**src/hw/memory_game_pkg.sv**
```systemverilog
package memory_game_pkg;

    localparam int NUM_TILES = 16;
    localparam int NUM_PAIRS = 8;

    typedef logic [3:0] tile_idx_t;

    // Bit 8 flags an extended (E0) code
    typedef logic [8:0] scan_code_t;

    // Keys 1 2 3 4 / Q W E R / A S D F / Z X C V map to tiles 0..15
    localparam scan_code_t TILE_KEY_CODES [NUM_TILES] = '{
        9'h016, 9'h01E, 9'h026, 9'h025,
        9'h015, 9'h01D, 9'h024, 9'h02D,
        9'h01C, 9'h01B, 9'h023, 9'h02B,
        9'h01A, 9'h022, 9'h021, 9'h02A
    };

    localparam scan_code_t SC_ENTER = 9'h05A;
    localparam scan_code_t SC_SHIFT = 9'h012;

    typedef enum logic [1:0] {
        KEY_NONE,
        KEY_TILE,
        KEY_ENTER,
        KEY_SHIFT
    } key_kind_t;

    typedef struct packed {
        logic      valid;
        key_kind_t kind;
        tile_idx_t tile;
    } key_event_t;

    typedef enum logic [1:0] {
        ST_IDLE   = 2'd0,
        ST_SHOW   = 2'd1,
        ST_PLAY   = 2'd2,
        ST_FINISH = 2'd3
    } game_state_t;

    // Tiles 0, 2 and 3 start upside down
    localparam logic [NUM_TILES-1:0] INIT_FLIP = 16'h000D;

    typedef struct packed {
        logic open;
        logic matched;
        logic flipped;
    } tile_status_t;

    typedef logic [3:0] count_t;

endpackage

```
**src/hw/button_pulse.sv**
```systemverilog
`timescale 1ns/1ps

module button_pulse #(
    parameter int DEBOUNCE_LEN = 7
) (
    input  logic clk,
    input  logic rst,
    input  logic btn_i,
    output logic pulse_o
);

    logic [DEBOUNCE_LEN-1:0] shift_q;
    logic                    level;
    logic                    level_q;

    // Stable only after DEBOUNCE_LEN high samples in a row
    assign level = &shift_q;

    always_ff @(posedge clk or posedge rst) begin
        if (rst) begin
            shift_q <= '0;
            level_q <= 1'b0;
            pulse_o <= 1'b0;
        end else begin
            shift_q <= {shift_q[DEBOUNCE_LEN-2:0], btn_i};
            level_q <= level;
            // Rising edge of the debounced level
            pulse_o <= level & ~level_q;
        end
    end

endmodule

```
**src/hw/game_fsm.sv**
```systemverilog
`timescale 1ns/1ps

module game_fsm (
    input  logic                         clk,
    input  logic                         rst,
    input  logic                         start_i,
    input  memory_game_pkg::count_t      pairs_i,
    output memory_game_pkg::game_state_t state_o
);

    memory_game_pkg::game_state_t state_q;
    memory_game_pkg::game_state_t state_d;
    logic                         all_found;

    assign all_found = (pairs_i == memory_game_pkg::count_t'(memory_game_pkg::NUM_PAIRS));

    always_comb begin
        state_d = state_q;
        case (state_q)
            memory_game_pkg::ST_IDLE: begin
                if (start_i) state_d = memory_game_pkg::ST_SHOW;
            end
            memory_game_pkg::ST_SHOW: begin
                if (start_i) state_d = memory_game_pkg::ST_PLAY;
            end
            // Start is ignored while playing
            memory_game_pkg::ST_PLAY: begin
                if (all_found) state_d = memory_game_pkg::ST_FINISH;
            end
            memory_game_pkg::ST_FINISH: begin
                if (start_i) state_d = memory_game_pkg::ST_IDLE;
            end
            default: state_d = memory_game_pkg::ST_IDLE;
        endcase
    end

    always_ff @(posedge clk or posedge rst) begin
        if (rst) begin
            state_q <= memory_game_pkg::ST_IDLE;
        end else begin
            state_q <= state_d;
        end
    end

    assign state_o = state_q;

endmodule

```
**src/hw/key_decoder.sv**
```systemverilog
`timescale 1ns/1ps

module key_decoder (
    input  logic                          clk,
    input  logic                          rst,
    input  logic                          code_valid_i,
    input  memory_game_pkg::scan_code_t   code_i,
    output memory_game_pkg::key_event_t   event_o
);

    memory_game_pkg::scan_code_t code_q;
    logic                        code_vld_q;
    memory_game_pkg::key_event_t dec_evt;

    always_ff @(posedge clk or posedge rst) begin
        if (rst) begin
            code_vld_q <= 1'b0;
        end else begin
            code_vld_q <= code_valid_i;
        end
    end

    always_ff @(posedge clk) begin
        if (code_valid_i) begin
            code_q <= code_i;
        end
    end

    // Lookup against the fixed key table
    always_comb begin
        dec_evt.valid = 1'b0;
        dec_evt.kind  = memory_game_pkg::KEY_NONE;
        dec_evt.tile  = '0;
        if (code_vld_q) begin
            if (code_q == memory_game_pkg::SC_ENTER) begin
                dec_evt.valid = 1'b1;
                dec_evt.kind  = memory_game_pkg::KEY_ENTER;
            end else if (code_q == memory_game_pkg::SC_SHIFT) begin
                dec_evt.valid = 1'b1;
                dec_evt.kind  = memory_game_pkg::KEY_SHIFT;
            end else begin
                for (int i = 0; i < memory_game_pkg::NUM_TILES; i++) begin
                    if (code_q == memory_game_pkg::TILE_KEY_CODES[i]) begin
                        dec_evt.valid = 1'b1;
                        dec_evt.kind  = memory_game_pkg::KEY_TILE;
                        dec_evt.tile  = memory_game_pkg::tile_idx_t'(i);
                    end
                end
            end
        end
    end

    always_ff @(posedge clk or posedge rst) begin
        if (rst) begin
            event_o <= '0;
        end else begin
            event_o <= dec_evt;
        end
    end

endmodule

```
**src/hw/memory_game_top.sv**
```systemverilog
`timescale 1ns/1ps

module memory_game_top #(
    parameter int DEBOUNCE_LEN = 7
) (
    input  logic                                  clk,
    input  logic                                  rst,
    input  logic                                  start_i,
    input  logic                                  hint_i,
    input  logic                                  scan_valid_i,
    input  memory_game_pkg::scan_code_t           scan_code_i,
    output memory_game_pkg::game_state_t          state_o,
    output memory_game_pkg::tile_status_t [memory_game_pkg::NUM_TILES-1:0] tiles_o,
    output memory_game_pkg::count_t               pairs_o
);

    logic                         start_pulse;
    memory_game_pkg::key_event_t  key_evt;
    memory_game_pkg::game_state_t state;
    memory_game_pkg::count_t      pair_count;

    button_pulse #(
        .DEBOUNCE_LEN(DEBOUNCE_LEN)
    ) u_button (
        .clk    (clk),
        .rst    (rst),
        .btn_i  (start_i),
        .pulse_o(start_pulse)
    );

    key_decoder u_keys (
        .clk         (clk),
        .rst         (rst),
        .code_valid_i(scan_valid_i),
        .code_i      (scan_code_i),
        .event_o     (key_evt)
    );

    game_fsm u_fsm (
        .clk    (clk),
        .rst    (rst),
        .start_i(start_pulse),
        .pairs_i(pair_count),
        .state_o(state)
    );

    tile_board u_board (
        .clk    (clk),
        .rst    (rst),
        .state_i(state),
        .hint_i (hint_i),
        .event_i(key_evt),
        .tiles_o(tiles_o),
        .pairs_o(pair_count)
    );

    assign state_o = state;
    assign pairs_o = pair_count;

endmodule

```
**src/hw/tile_board.sv**
```systemverilog
`timescale 1ns/1ps

module tile_board (
    input  logic                                  clk,
    input  logic                                  rst,
    input  memory_game_pkg::game_state_t          state_i,
    input  logic                                  hint_i,
    input  memory_game_pkg::key_event_t           event_i,
    output memory_game_pkg::tile_status_t [memory_game_pkg::NUM_TILES-1:0] tiles_o,
    output memory_game_pkg::count_t               pairs_o
);

    localparam int N = memory_game_pkg::NUM_TILES;

    logic [N-1:0]               open_q;
    logic [N-1:0]               matched_q;
    logic [N-1:0]               flip_q;
    memory_game_pkg::tile_idx_t sel_q;
    logic                       sel_vld_q;
    memory_game_pkg::count_t    pairs_q;

    memory_game_pkg::tile_idx_t key_tile;
    logic                       reload;
    logic                       apply;
    logic                       tile_ok;
    logic                       pair_hit;

    assign key_tile = event_i.tile;
    assign reload   = (state_i == memory_game_pkg::ST_IDLE) ||
                      (state_i == memory_game_pkg::ST_SHOW);
    assign apply    = event_i.valid && !hint_i && (state_i == memory_game_pkg::ST_PLAY);

    // Key tile must be unmatched and not the current selection
    assign tile_ok  = !matched_q[key_tile] && !(sel_vld_q && (sel_q == key_tile));

    // Same picture when the low three bits agree, same orientation required
    assign pair_hit = sel_vld_q && !matched_q[sel_q] &&
                      (sel_q[2:0] == key_tile[2:0]) &&
                      (flip_q[sel_q] == flip_q[key_tile]);

    always_ff @(posedge clk or posedge rst) begin
        if (rst) begin
            open_q    <= '0;
            matched_q <= '0;
            flip_q    <= memory_game_pkg::INIT_FLIP;
            sel_q     <= '0;
            sel_vld_q <= 1'b0;
            pairs_q   <= '0;
        end else if (reload) begin
            open_q    <= '0;
            matched_q <= '0;
            flip_q    <= memory_game_pkg::INIT_FLIP;
            sel_q     <= '0;
            sel_vld_q <= 1'b0;
            pairs_q   <= '0;
        end else if (apply) begin
            case (event_i.kind)
                memory_game_pkg::KEY_ENTER: begin
                    // matched tiles stay face up
                    open_q    <= open_q & matched_q;
                    sel_vld_q <= 1'b0;
                end
                memory_game_pkg::KEY_SHIFT: begin
                    if (sel_vld_q) begin
                        flip_q[sel_q] <= ~flip_q[sel_q];
                    end
                end
                memory_game_pkg::KEY_TILE: begin
                    if (tile_ok) begin
                        open_q[key_tile] <= 1'b1;
                        if (pair_hit) begin
                            matched_q[key_tile] <= 1'b1;
                            matched_q[sel_q]    <= 1'b1;
                            pairs_q             <= pairs_q + 1'b1;
                        end
                        sel_q     <= key_tile;
                        sel_vld_q <= 1'b1;
                    end
                end
                default: begin
                end
            endcase
        end
    end

    always_comb begin
        for (int i = 0; i < N; i++) begin
            tiles_o[i].open    = open_q[i];
            tiles_o[i].matched = matched_q[i];
            tiles_o[i].flipped = flip_q[i];
        end
    end

    assign pairs_o = pairs_q;

endmodule

```
**config.mk**
```make
export PLATFORM = sky130hd
export DESIGN_NAME = memory_game_top
export DESIGN_NICKNAME = d
export VERILOG_FILES = /design/src/hw/memory_game_pkg.sv /design/src/hw/button_pulse.sv /design/src/hw/game_fsm.sv /design/src/hw/key_decoder.sv /design/src/hw/memory_game_top.sv /design/src/hw/tile_board.sv
export SDC_FILE = /design/constraint.sdc
export NUM_CORES = 1
export LEC_CHECK = 0
export ABC_CLOCK_PERIOD_IN_PS = 3100
export BUFFER_PORTS_ARGS = -buffer_cell sky130_fd_sc_hd__buf_2
export CAP_MARGIN = 5
export CORE_MARGIN = 1.5
export CORE_UTILIZATION = 50
export CTS_CLUSTER_DIAMETER = 60
export DETAILED_ROUTE_END_ITERATION = 10
export PLACE_DENSITY = 0.78
export SLEW_MARGIN = 20
export SYNTH_ARGS = -nofsm -noshare
export SYNTH_HDL_FRONTEND = slang
export SYNTH_SLANG_ARGS = --single-unit
```
**constraint.sdc**
```tcl
create_clock -name clk -period 3.1 [get_ports clk]
set_clock_uncertainty 0.1 [all_clocks]
set_input_delay 0 -clock clk [delete_from_list [all_inputs] [get_ports clk]]
set_output_delay 0 -clock clk [all_outputs]
set_load 0.005 [all_outputs]
```
# After elaboration in Yosys (flattened, before gate mapping)
# Index checks and enable logic that the tools add are counted.
# classes
addsub,1
n_lt_le_gt_ge,4
eq_ne,33
muxes,65
bitwise_logic,7
n_reduce_logical,28
# op_table
cell,n
2-to-1 mux 16 bit,12
2-to-1 mux 7 bit,17
"equality test 9 x 6 -> 1 bit, second input constant",9
"equality test 9 x 5 -> 1 bit, second input constant",8
bitwise OR 16 bit,3
2-to-1 mux 4 bit,11
case mux 16 bit (2 select lines),1
bitwise AND 16 bit,1
binary-select mux 1 bit (select 4 bit),4
bitwise mux 16 bit,1
nonzero test 2 bit,6
"less-than comparator 4 x 5 -> 1 bit, second input constant",2
"equality test 9 x 7 -> 1 bit, second input constant",1
logical AND 1 bit,9
2-to-1 mux 1 bit,9
AND reduction 3 bit,3
demux 1 bit (select 4 bit),2
"equality test 2 bit, second input constant",4
"greater-or-equal comparator 4 x 1 -> 1 bit, second input constant",2
2-to-1 mux 2 bit,4
"inequality test 2 bit, second input constant",4
case mux 2 bit (4 select lines),1
AND reduction 4 bit,2
AND reduction 7 bit,1
15 further kinds,21
# word_totals
regBits,85
output_inout_bits,54
wordCells,153

# Logic depth before layout (Yosys ltp)
# Gate-level depths: netlist of the first run.
# logic_depth
ltp_word,20
mapped_depth,10
depth_no_buf,8

# By module
# A second synthesis of the first run with hierarchy kept.
# hier_totals
hier_cells,446
area_unflattened_um2,4672.0
# modules_own_cells
mod,n_inst,cells_per_inst,area_per_inst_um2,seq_area_each_um2
tile_board,1,334,3291.9,1430.1
key_decoder,1,81,953.4,470.5
button_pulse,1,15,256.5,225.2
game_fsm,1,16,170.2,50.0

# Worst setup path before layout of the first run
# Ideal clock, no wire load.
# synth_timing
kind,flip-flop to flip-flop
startpoint,register u_board.sel_q[1]
endpoint,register u_board.matched_q[0]
setup_ns,0.092
t_arrival_ns,2.465
t_required_ns,2.908
path_slack_ns,0.442
path_stages_with_launch,10
path_cell_list,dfrtp_1 -> clkbuf_1 -> xor2_1 -> or4b_2 -> nor3_1 -> nand4_1 -> or2_1 -> buf_6 -> buf_6 -> o31ai_2
# synth_between
elab_chain_cells,10
word_cells_on_any_way,28
# synth_lines
item,line,rtl
"start, declared",tile_board.sv:18,memory_game_pkg::tile_idx_t sel_q;
"start signal, assigned",tile_board.sv:76,sel_q <= key_tile;
less-than comparator 4 x 5 -> 1 bit (implied by the code) / greater-or-equal comparator 4 x 1 -> 1 bit (equally long branches),tile_board.sv:73,matched_q[sel_q] <= 1'b1;
logical AND 1 bit (implied by the code),tile_board.sv:73,
2-to-1 mux 1 bit (implied by the code),tile_board.sv:73,
demux 1 bit (select 4 bit),-,
bitwise OR 16 bit (no source line),-,
2-to-1 mux 16 bit,tile_board.sv:71,if (pair_hit) begin
2-to-1 mux 16 bit,tile_board.sv:69,if (tile_ok) begin
2-to-1 mux 16 bit,tile_board.sv:57,case (event_i.kind)
2-to-1 mux 16 bit,tile_board.sv:56,end else if (apply) begin
2-to-1 mux 16 bit,tile_board.sv:49,end else if (reload) begin
"end signal, assigned",tile_board.sv:51,matched_q <= '0;
"end signal, assigned by index",tile_board.sv:72,matched_q[key_tile] <= 1'b1;
"end signal, assigned by index",tile_board.sv:73,
"end, declared",tile_board.sv:16,logic [N-1:0] matched_q;
# Parallel ways exist; a longest one is shown, timed or not. The select of a mux whose other input is x is not followed.
# A chain may end at the register's enable or synchronous reset.

# Worst setup path after layout of the first run
# layout_timing
startpoint,register u_board.sel_q[0]
endpoint,register u_board.matched_q[8]
# The elaborated chain is that of the path after synthesis.

==> flow_metrics.tcl, run 1 <==
set metrics [dict create \
    status "completed" \
    synth_cells 435 \
    root_buffer "clkbuf_8" \
    num_vias 3747 \
    cts_setup_buffers 0 \
    grt_usage 0.238 \
    p_leak_nw 2.47 \
    period_share 0.929 \
    cp.depth 7 \
    antenna_found_initial 0 \
    nets 534 \
    hold_path_class "in -> reg" \
    core-area_um2 8760 \
    slew_viol_final 0 \
    ir_worst_vdd_mv 0.376 \
    ys_seq_area_frac 0.479 \
    crit_buf_inv 1 \
    drt-total-wl_mm 11.1 \
    die_h_um 98.3 \
    cap_violations 0 \
    grt_max_degree 49 \
    worst_pin_slew_ns 0.785 \
    firstDrtPassIters 5 \
    required_ns 3.26 \
    busiest_layer "met2" \
    hold_viol 0 \
    drcViolationCount 0 \
    synthToLayoutAreaGrowth_pct 17.5 \
    yosys.area.top_type "dfrtp_1" \
    relSlewSlack 0.476 \
    p_switching_mw 0.939 \
    grtUsageMet1 0.326 \
    hold_depth 2 \
    wl_per_cell_um 17.8 \
    drive_gt1_frac 0.261 \
    synthDistinctLibCells 53 \
    avgSynthCellArea_um2 10.4 \
    worst_path_max_delay_cell "dfrtp_1" \
    startpoint_type "flop" \
    cts_max_level 3 \
    use_met2 0.377 \
    io_pins 68 \
    path_class "reg -> reg" \
    fmax_mhz 347 \
    met3_usage 0.0408 \
    clock_tree.buffer_depth 2 \
    synth_ff_type "dfrtp_1" \
    clk_pin_slew_ns 0.09 \
    combinationalPowerShare 0.253 \
    cp-end-kind "flop" \
    path_cells "buf_4, mux4_2, a22o_1, nor3_1, nand4_1, or2_2, o31ai_1" \
    routed_via_density 6.00 \
    insertion_delay_ns 0.37 \
    synth-seq-cells 85 \
    seqPwrFrac 0.450 \
    grt_pass1_vias 3720 \
    setup_violations 0 \
    synth_area_um2 4550 \
    finalCriticalPeriod_ns 2.88 \
    port_buffers 67 \
    diodes 0 \
    ys_async_sr_fraction 0.894 \
    r2r-start "u_board.sel_q[0]$_DFFE_PP0P_" \
    p_int_mw 1.75 \
    cts_buffers 9 \
    powerDensity_nw_per_um2 503 \
    cts.sinks 85 \
    hp-start "start_i" \
    cp_top_family "simple AND/OR/NAND/NOR gates" \
    grt_pass1_wl_mm 18.3 \
    rsz0062_at_grt "false" \
    finalWeightedCongestion 0.938 \
    worst_hold_slack_ns 0.176 \
    tns_ns 0 \
    arrival_ns 3.04 \
    critPathMaxStageDelay_ns 0.58 \
    synth_top_area_frac 0.402 \
    synth_nets 457 \
    power.share.switching 0.350 \
    rows 34 \
    ant_nets 0 \
    die_w_um 98.3 \
    overflow 0 \
    start_util 0.519 \
    netlist_top_cells_area "dfrtp_1 40%, mux4_2 6.4%, edfxtp_1 5.9%" \
    dieArea_um2 9670 \
    crit_start "u_board.sel_q[0]$_DFFE_PP0P_" \
    synth-edff-count 9 \
    crit_fanout 17 \
    p_clk_frac 0.297 \
    cts_tree "built" \
    reg2reg_depth 7 \
    hpwl_mm 7.93 \
    yosys_warnings 0 \
    drtIter0Drc 228 \
]
## layout make-up
cell class,count,area [µm²]
clock buffer,10,128
sequential,85,2180
tap,108,135
fill,722,3420
multi-input combinational,307,2180
clock inverter,6,70.1
timing repair buffer,97,603
inverter,12,45.0
## flip-flops by register name (all words and copies together) (netlist names)
signal,flops
u_keys.code_q,9
u_keys.code_vld_q,1
u_keys.event_o,7
u_board.sel_vld_q,1
u_board.matched_q,16
u_button.pulse_o,1
u_button.shift_q,7
u_board.pairs_o,4
u_board.open_q,16
u_board.sel_q,4
u_board.flip_q,16
u_fsm.state_o,2
u_button.level_q,1
## cells in the mapped netlist, types with 7 or more instances
library cell / number
a21oi_1: 13
a22oi_1: 8
a31oi_1: 7
clkbuf_1: 25
dfrtp_1: 73
edfxtp_1: 9
ha_1: 8
inv_1: 12
mux2i_1: 24
mux4_2: 13
nand2_1: 58
nand3_1: 8
nor2_1: 37
nor2b_1: 12
o21ai_0: 19
o22ai_1: 11
o31ai_1: 9
o31ai_2: 9
## worst paths after layout
kind	to	slack [ns]
max in group asynchronous	u_board.flip_q[3]$_DFFE_PP1P_	1.92
setup reg to reg	u_board.matched_q[8]$_DFFE_PP0P_	0.22
min in group asynchronous	u_button.pulse_o$_DFF_PP0_	0.24
setup / recovery	u_board.matched_q[8]$_DFFE_PP0P_	0.22
hold / removal	u_button.shift_q[0]$_DFF_PP0_	0.18
hold reg to reg	u_button.shift_q[2]$_DFF_PP0_	0.28
## per-layer routing
layer	routed length, µm	share of wire	vias to the layer above
li1	-	-	1741
met4	261	0.023	0
met3	737	0.066	24
met2	5430	0.49	164
met1	4710	0.42	1818
met5	0	0	-
## kinds of logic (layout without fill, tap and decap cells)
logic type,count (synthesis),in the layout,share of synthesized area
mux,41,41,0.127
buf+inv,43,125,0.0410
compound gates,96,96,0.156
fa+ha+maj,8,8,0.0220
flops,85,85,0.479
simple gates,156,156,0.164
xor+xnor,6,6,0.0116
## cells in the final DEF (no fill, tap or decap), types with 8 or more instances in the layout
cell,synthesis,routed
nand3_1,8,8
ha_1,8,8
buf_4,0,17
mux4_2,13,13
o31ai_2,9,9
nor2b_1,12,12
dlygate4sd3_1,0,12
a21oi_1,13,13
buf_2,2,67
a22oi_1,8,8
o22ai_1,11,11
nor2_1,37,37
inv_1,12,11
edfxtp_1,9,9
dfrtp_1,73,73
o31ai_1,9,9
nand2_1,58,58
mux2i_1,24,24
clkbuf_8,0,9
o21ai_0,19,19
## power by group through the flow
stage	sequential, mW	combinational, mW	clock, mW
floorplan	1.22	0.482	0
global placement	1.23	0.642	0
detailed placement	1.23	0.663	0
CTS	1.21	0.677	0.810
global route	1.22	0.751	0.854
finish	1.21	0.679	0.797
## metrics by stage
| stage | setup slack [ns] | cell area (µm²) | utilization | total power [mW] | std cells |
|---|---|---|---|---|---|
| finish | 0.221 | 5340 | 0.609 | 2.68 | 625 |
| global route | 0.0252 | 5340 | 0.609 | 2.82 | 625 |
| CTS | 0.0931 | 5340 | 0.609 | 2.70 | 625 |
| detailed placement | 0.115 | 5020 | 0.573 | 1.89 | 597 |
| global placement | 0.184 | 5020 | 0.573 | 1.87 | 597 |
| floorplan | 0.442 | 4550 | - | 1.70 | 435 |
## worst reg2reg max path, cell delays in order, from the launching register on
cell and delay [ns]:
dfrtp_1 0.58, buf_4 0.28, mux4_2 0.51, a22o_1 0.25, nor3_1 0.15, nand4_1 0.14, or2_2 0.49, o31ai_1 0.30
## what timing repair did
| action | CTS | global route |
|---|---|---|
| hold endpoints to repair | 56 | 0 |
| resized for setup | 0 | 1 |
| endpoints found under the setup margin | 0 | 4 |
| hold buffers | 12 | 0 |
No activity file was read; power rests on OpenSTA's default activity.
==> run 2, diff against run 1 <==
CORE_UTILIZATION = 57   (was 50)
PLACE_DENSITY = 0.87   (was 0.78)
==> flow_metrics.tcl, run 2 (synthesis results as in run 1) <==
set metrics [dict create \
    layout_commonest_cell "dfrtp_1" \
    wl_per_cell_um 18.0 \
    worst_slack_ns 0.247 \
    overflow 0 \
    path_cells "buf_4, mux4_2, a22o_1, nor3_1, nand4_1, or2_2, o31ai_2" \
    cts_setup_buffers 0 \
    routed_via_density 6.25 \
    cts_tree "built" \
    finalCriticalPeriod_ns 2.85 \
    io_pins 68 \
    ir_worst_vdd_mv 0.361 \
    grt_pass1_wl_mm 18.2 \
    start_util 0.588 \
    drive_gt1_frac 0.261 \
    worst_hold_slack_ns 0.183 \
    cp-end-kind "flop" \
    grt_pass1_vias 3754 \
    die_w_um 92.3 \
    worst_path_max_delay_cell "dfrtp_2" \
    status "completed" \
    tns_ns 0 \
    clk_pin_slew_ns 0.09 \
    required_ns 3.26 \
    ant_nets 0 \
    arrival_ns 3.01 \
    drcViolationCount 0 \
    grt_max_degree 77 \
    root_buffer "clkbuf_8" \
    fmax_mhz 351 \
    core-area_um2 7730 \
    layout_common_cells "72 x dfrtp_1, 67 x buf_2, 58 x nand2_1" \
    powerDensity_nw_per_um2 524 \
    startpoint_type "flop" \
    cts_buffers 9 \
    diodes 0 \
    cap_violations 0 \
    cts.sinks 85 \
    period_share 0.920 \
    cts_max_level 3 \
    die_h_um 92.3 \
    grt_usage 0.270 \
    rows 32 \
    clock_tree.buffer_depth 2 \
    antenna_found_initial 0 \
    nets 531 \
    path_class "reg -> reg" \
    critPathMaxStageDelay_ns 0.52 \
    hold_path_class "in -> reg" \
    setup_violations 0 \
    dieArea_um2 8520 \
    drt-total-wl_mm 11.1 \
    p_leak_nw 2.47 \
    finalWeightedCongestion 0.920 \
    top_regs "u_board.flip_q: 16 flops, u_board.matched_q: 16 flops, u_board.open_q: 16 flops" \
    synthToLayoutAreaGrowth_pct 17.1 \
    hold_viol 0 \
    port_buffers 67 \
    relSlewSlack 0.375 \
    worst_pin_slew_ns 0.937 \
    drtIter0Drc 295 \
    firstDrtPassIters 8 \
    rsz0062_at_grt "false" \
    insertion_delay_ns 0.36 \
    slew_viol_final 0 \
    num_vias 3850 \
    hpwl_mm 7.43 \
    crit_fanout 17 \
    dp_slack_ns 0.0487 \
]
==> run 2: cell types whose count changed in the layout (fill, tap and decap cells not counted), sizes merged <==
cell      before  now
buf           85   82
clkinv         0    2
bufinv         1    2
clkbuf        10    9
clkinvlp       3    2
inv           14   13
==> run 2: critical path, delay by kind of cell (launching register included) <==
kind                   cells  cell delay (ns)
buffers and inverters      1             0.23
and+or+nand+nor            3             0.80
muxes                      1             0.51
AOI/OAI and AO/OA          2             0.59
DFF                        1             0.52
==> run 2: where the power goes <==
group | internal, mW | switching (mW)
logic | 0.212 | 0.490
registers | 1.17 | 0.0430
clock network | 0.456 | 0.421
total | 1.84 | 0.954
==> run 2: metal layers <==
metal	share of wire	GRT usage	up-vias
met4	0.019	0.109	0
met2	0.50	0.450	208
met3	0.064	0.0501	27
met1	0.41	0.348	1883
met5	0	0	-
li1	-	-	1732
==> run 2: path summary, 6_finish.rpt <==
path	from	slack, ns	cells after the start	to
min	start_i	0.18	2	u_button.shift_q[0]$_DFF_PP0_
min in group asynchronous	rst	0.35	4	u_board.open_q[15]$_DFFE_PP0P_
max reg2reg	u_board.sel_q[0]$_DFFE_PP0P_	0.25	7	u_board.matched_q[14]$_DFFE_PP0P_
max in group asynchronous	rst	1.88	4	u_board.sel_q[0]$_DFFE_PP0P_
min reg2reg	u_button.shift_q[0]$_DFF_PP0_	0.28	0	u_button.shift_q[1]$_DFF_PP0_
max	u_board.sel_q[0]$_DFFE_PP0P_	0.25	7	u_board.matched_q[14]$_DFFE_PP0P_
==> run 2: layout make-up <==
class,count,area [µm²]
repair buffers,94,568
multi-input cells,307,2180
well taps,102,128
fillers,591,2400
clock buffers,9,124
flip-flops and latches,85,2180
inverters,12,45.0
clock inverters,7,97.6
==> run 2: timing repair <==
action                                  in CTS  in global routing
gates resized for setup                      1                  1
endpoints found under the setup margin       1                 18
endpoints found under the hold margin       93                  0
gates cloned                                 0                  0
hold buffers                                12                  0
==> run 2: through the flow <==
| stage | instances | util | area [µm²] | total power [mW] |
|---|---|---|---|---|
| after global routing | 616 | 0.689 | 5320 | 2.91 |
| after global placement | 588 | 0.644 | 4980 | 1.87 |
| after CTS | 616 | 0.689 | 5320 | 2.79 |
| after detailed placement | 588 | 0.644 | 4980 | 1.91 |
| final | 616 | 0.689 | 5320 | 2.79 |
| after floorplan | 435 | - | 4550 | 1.70 |
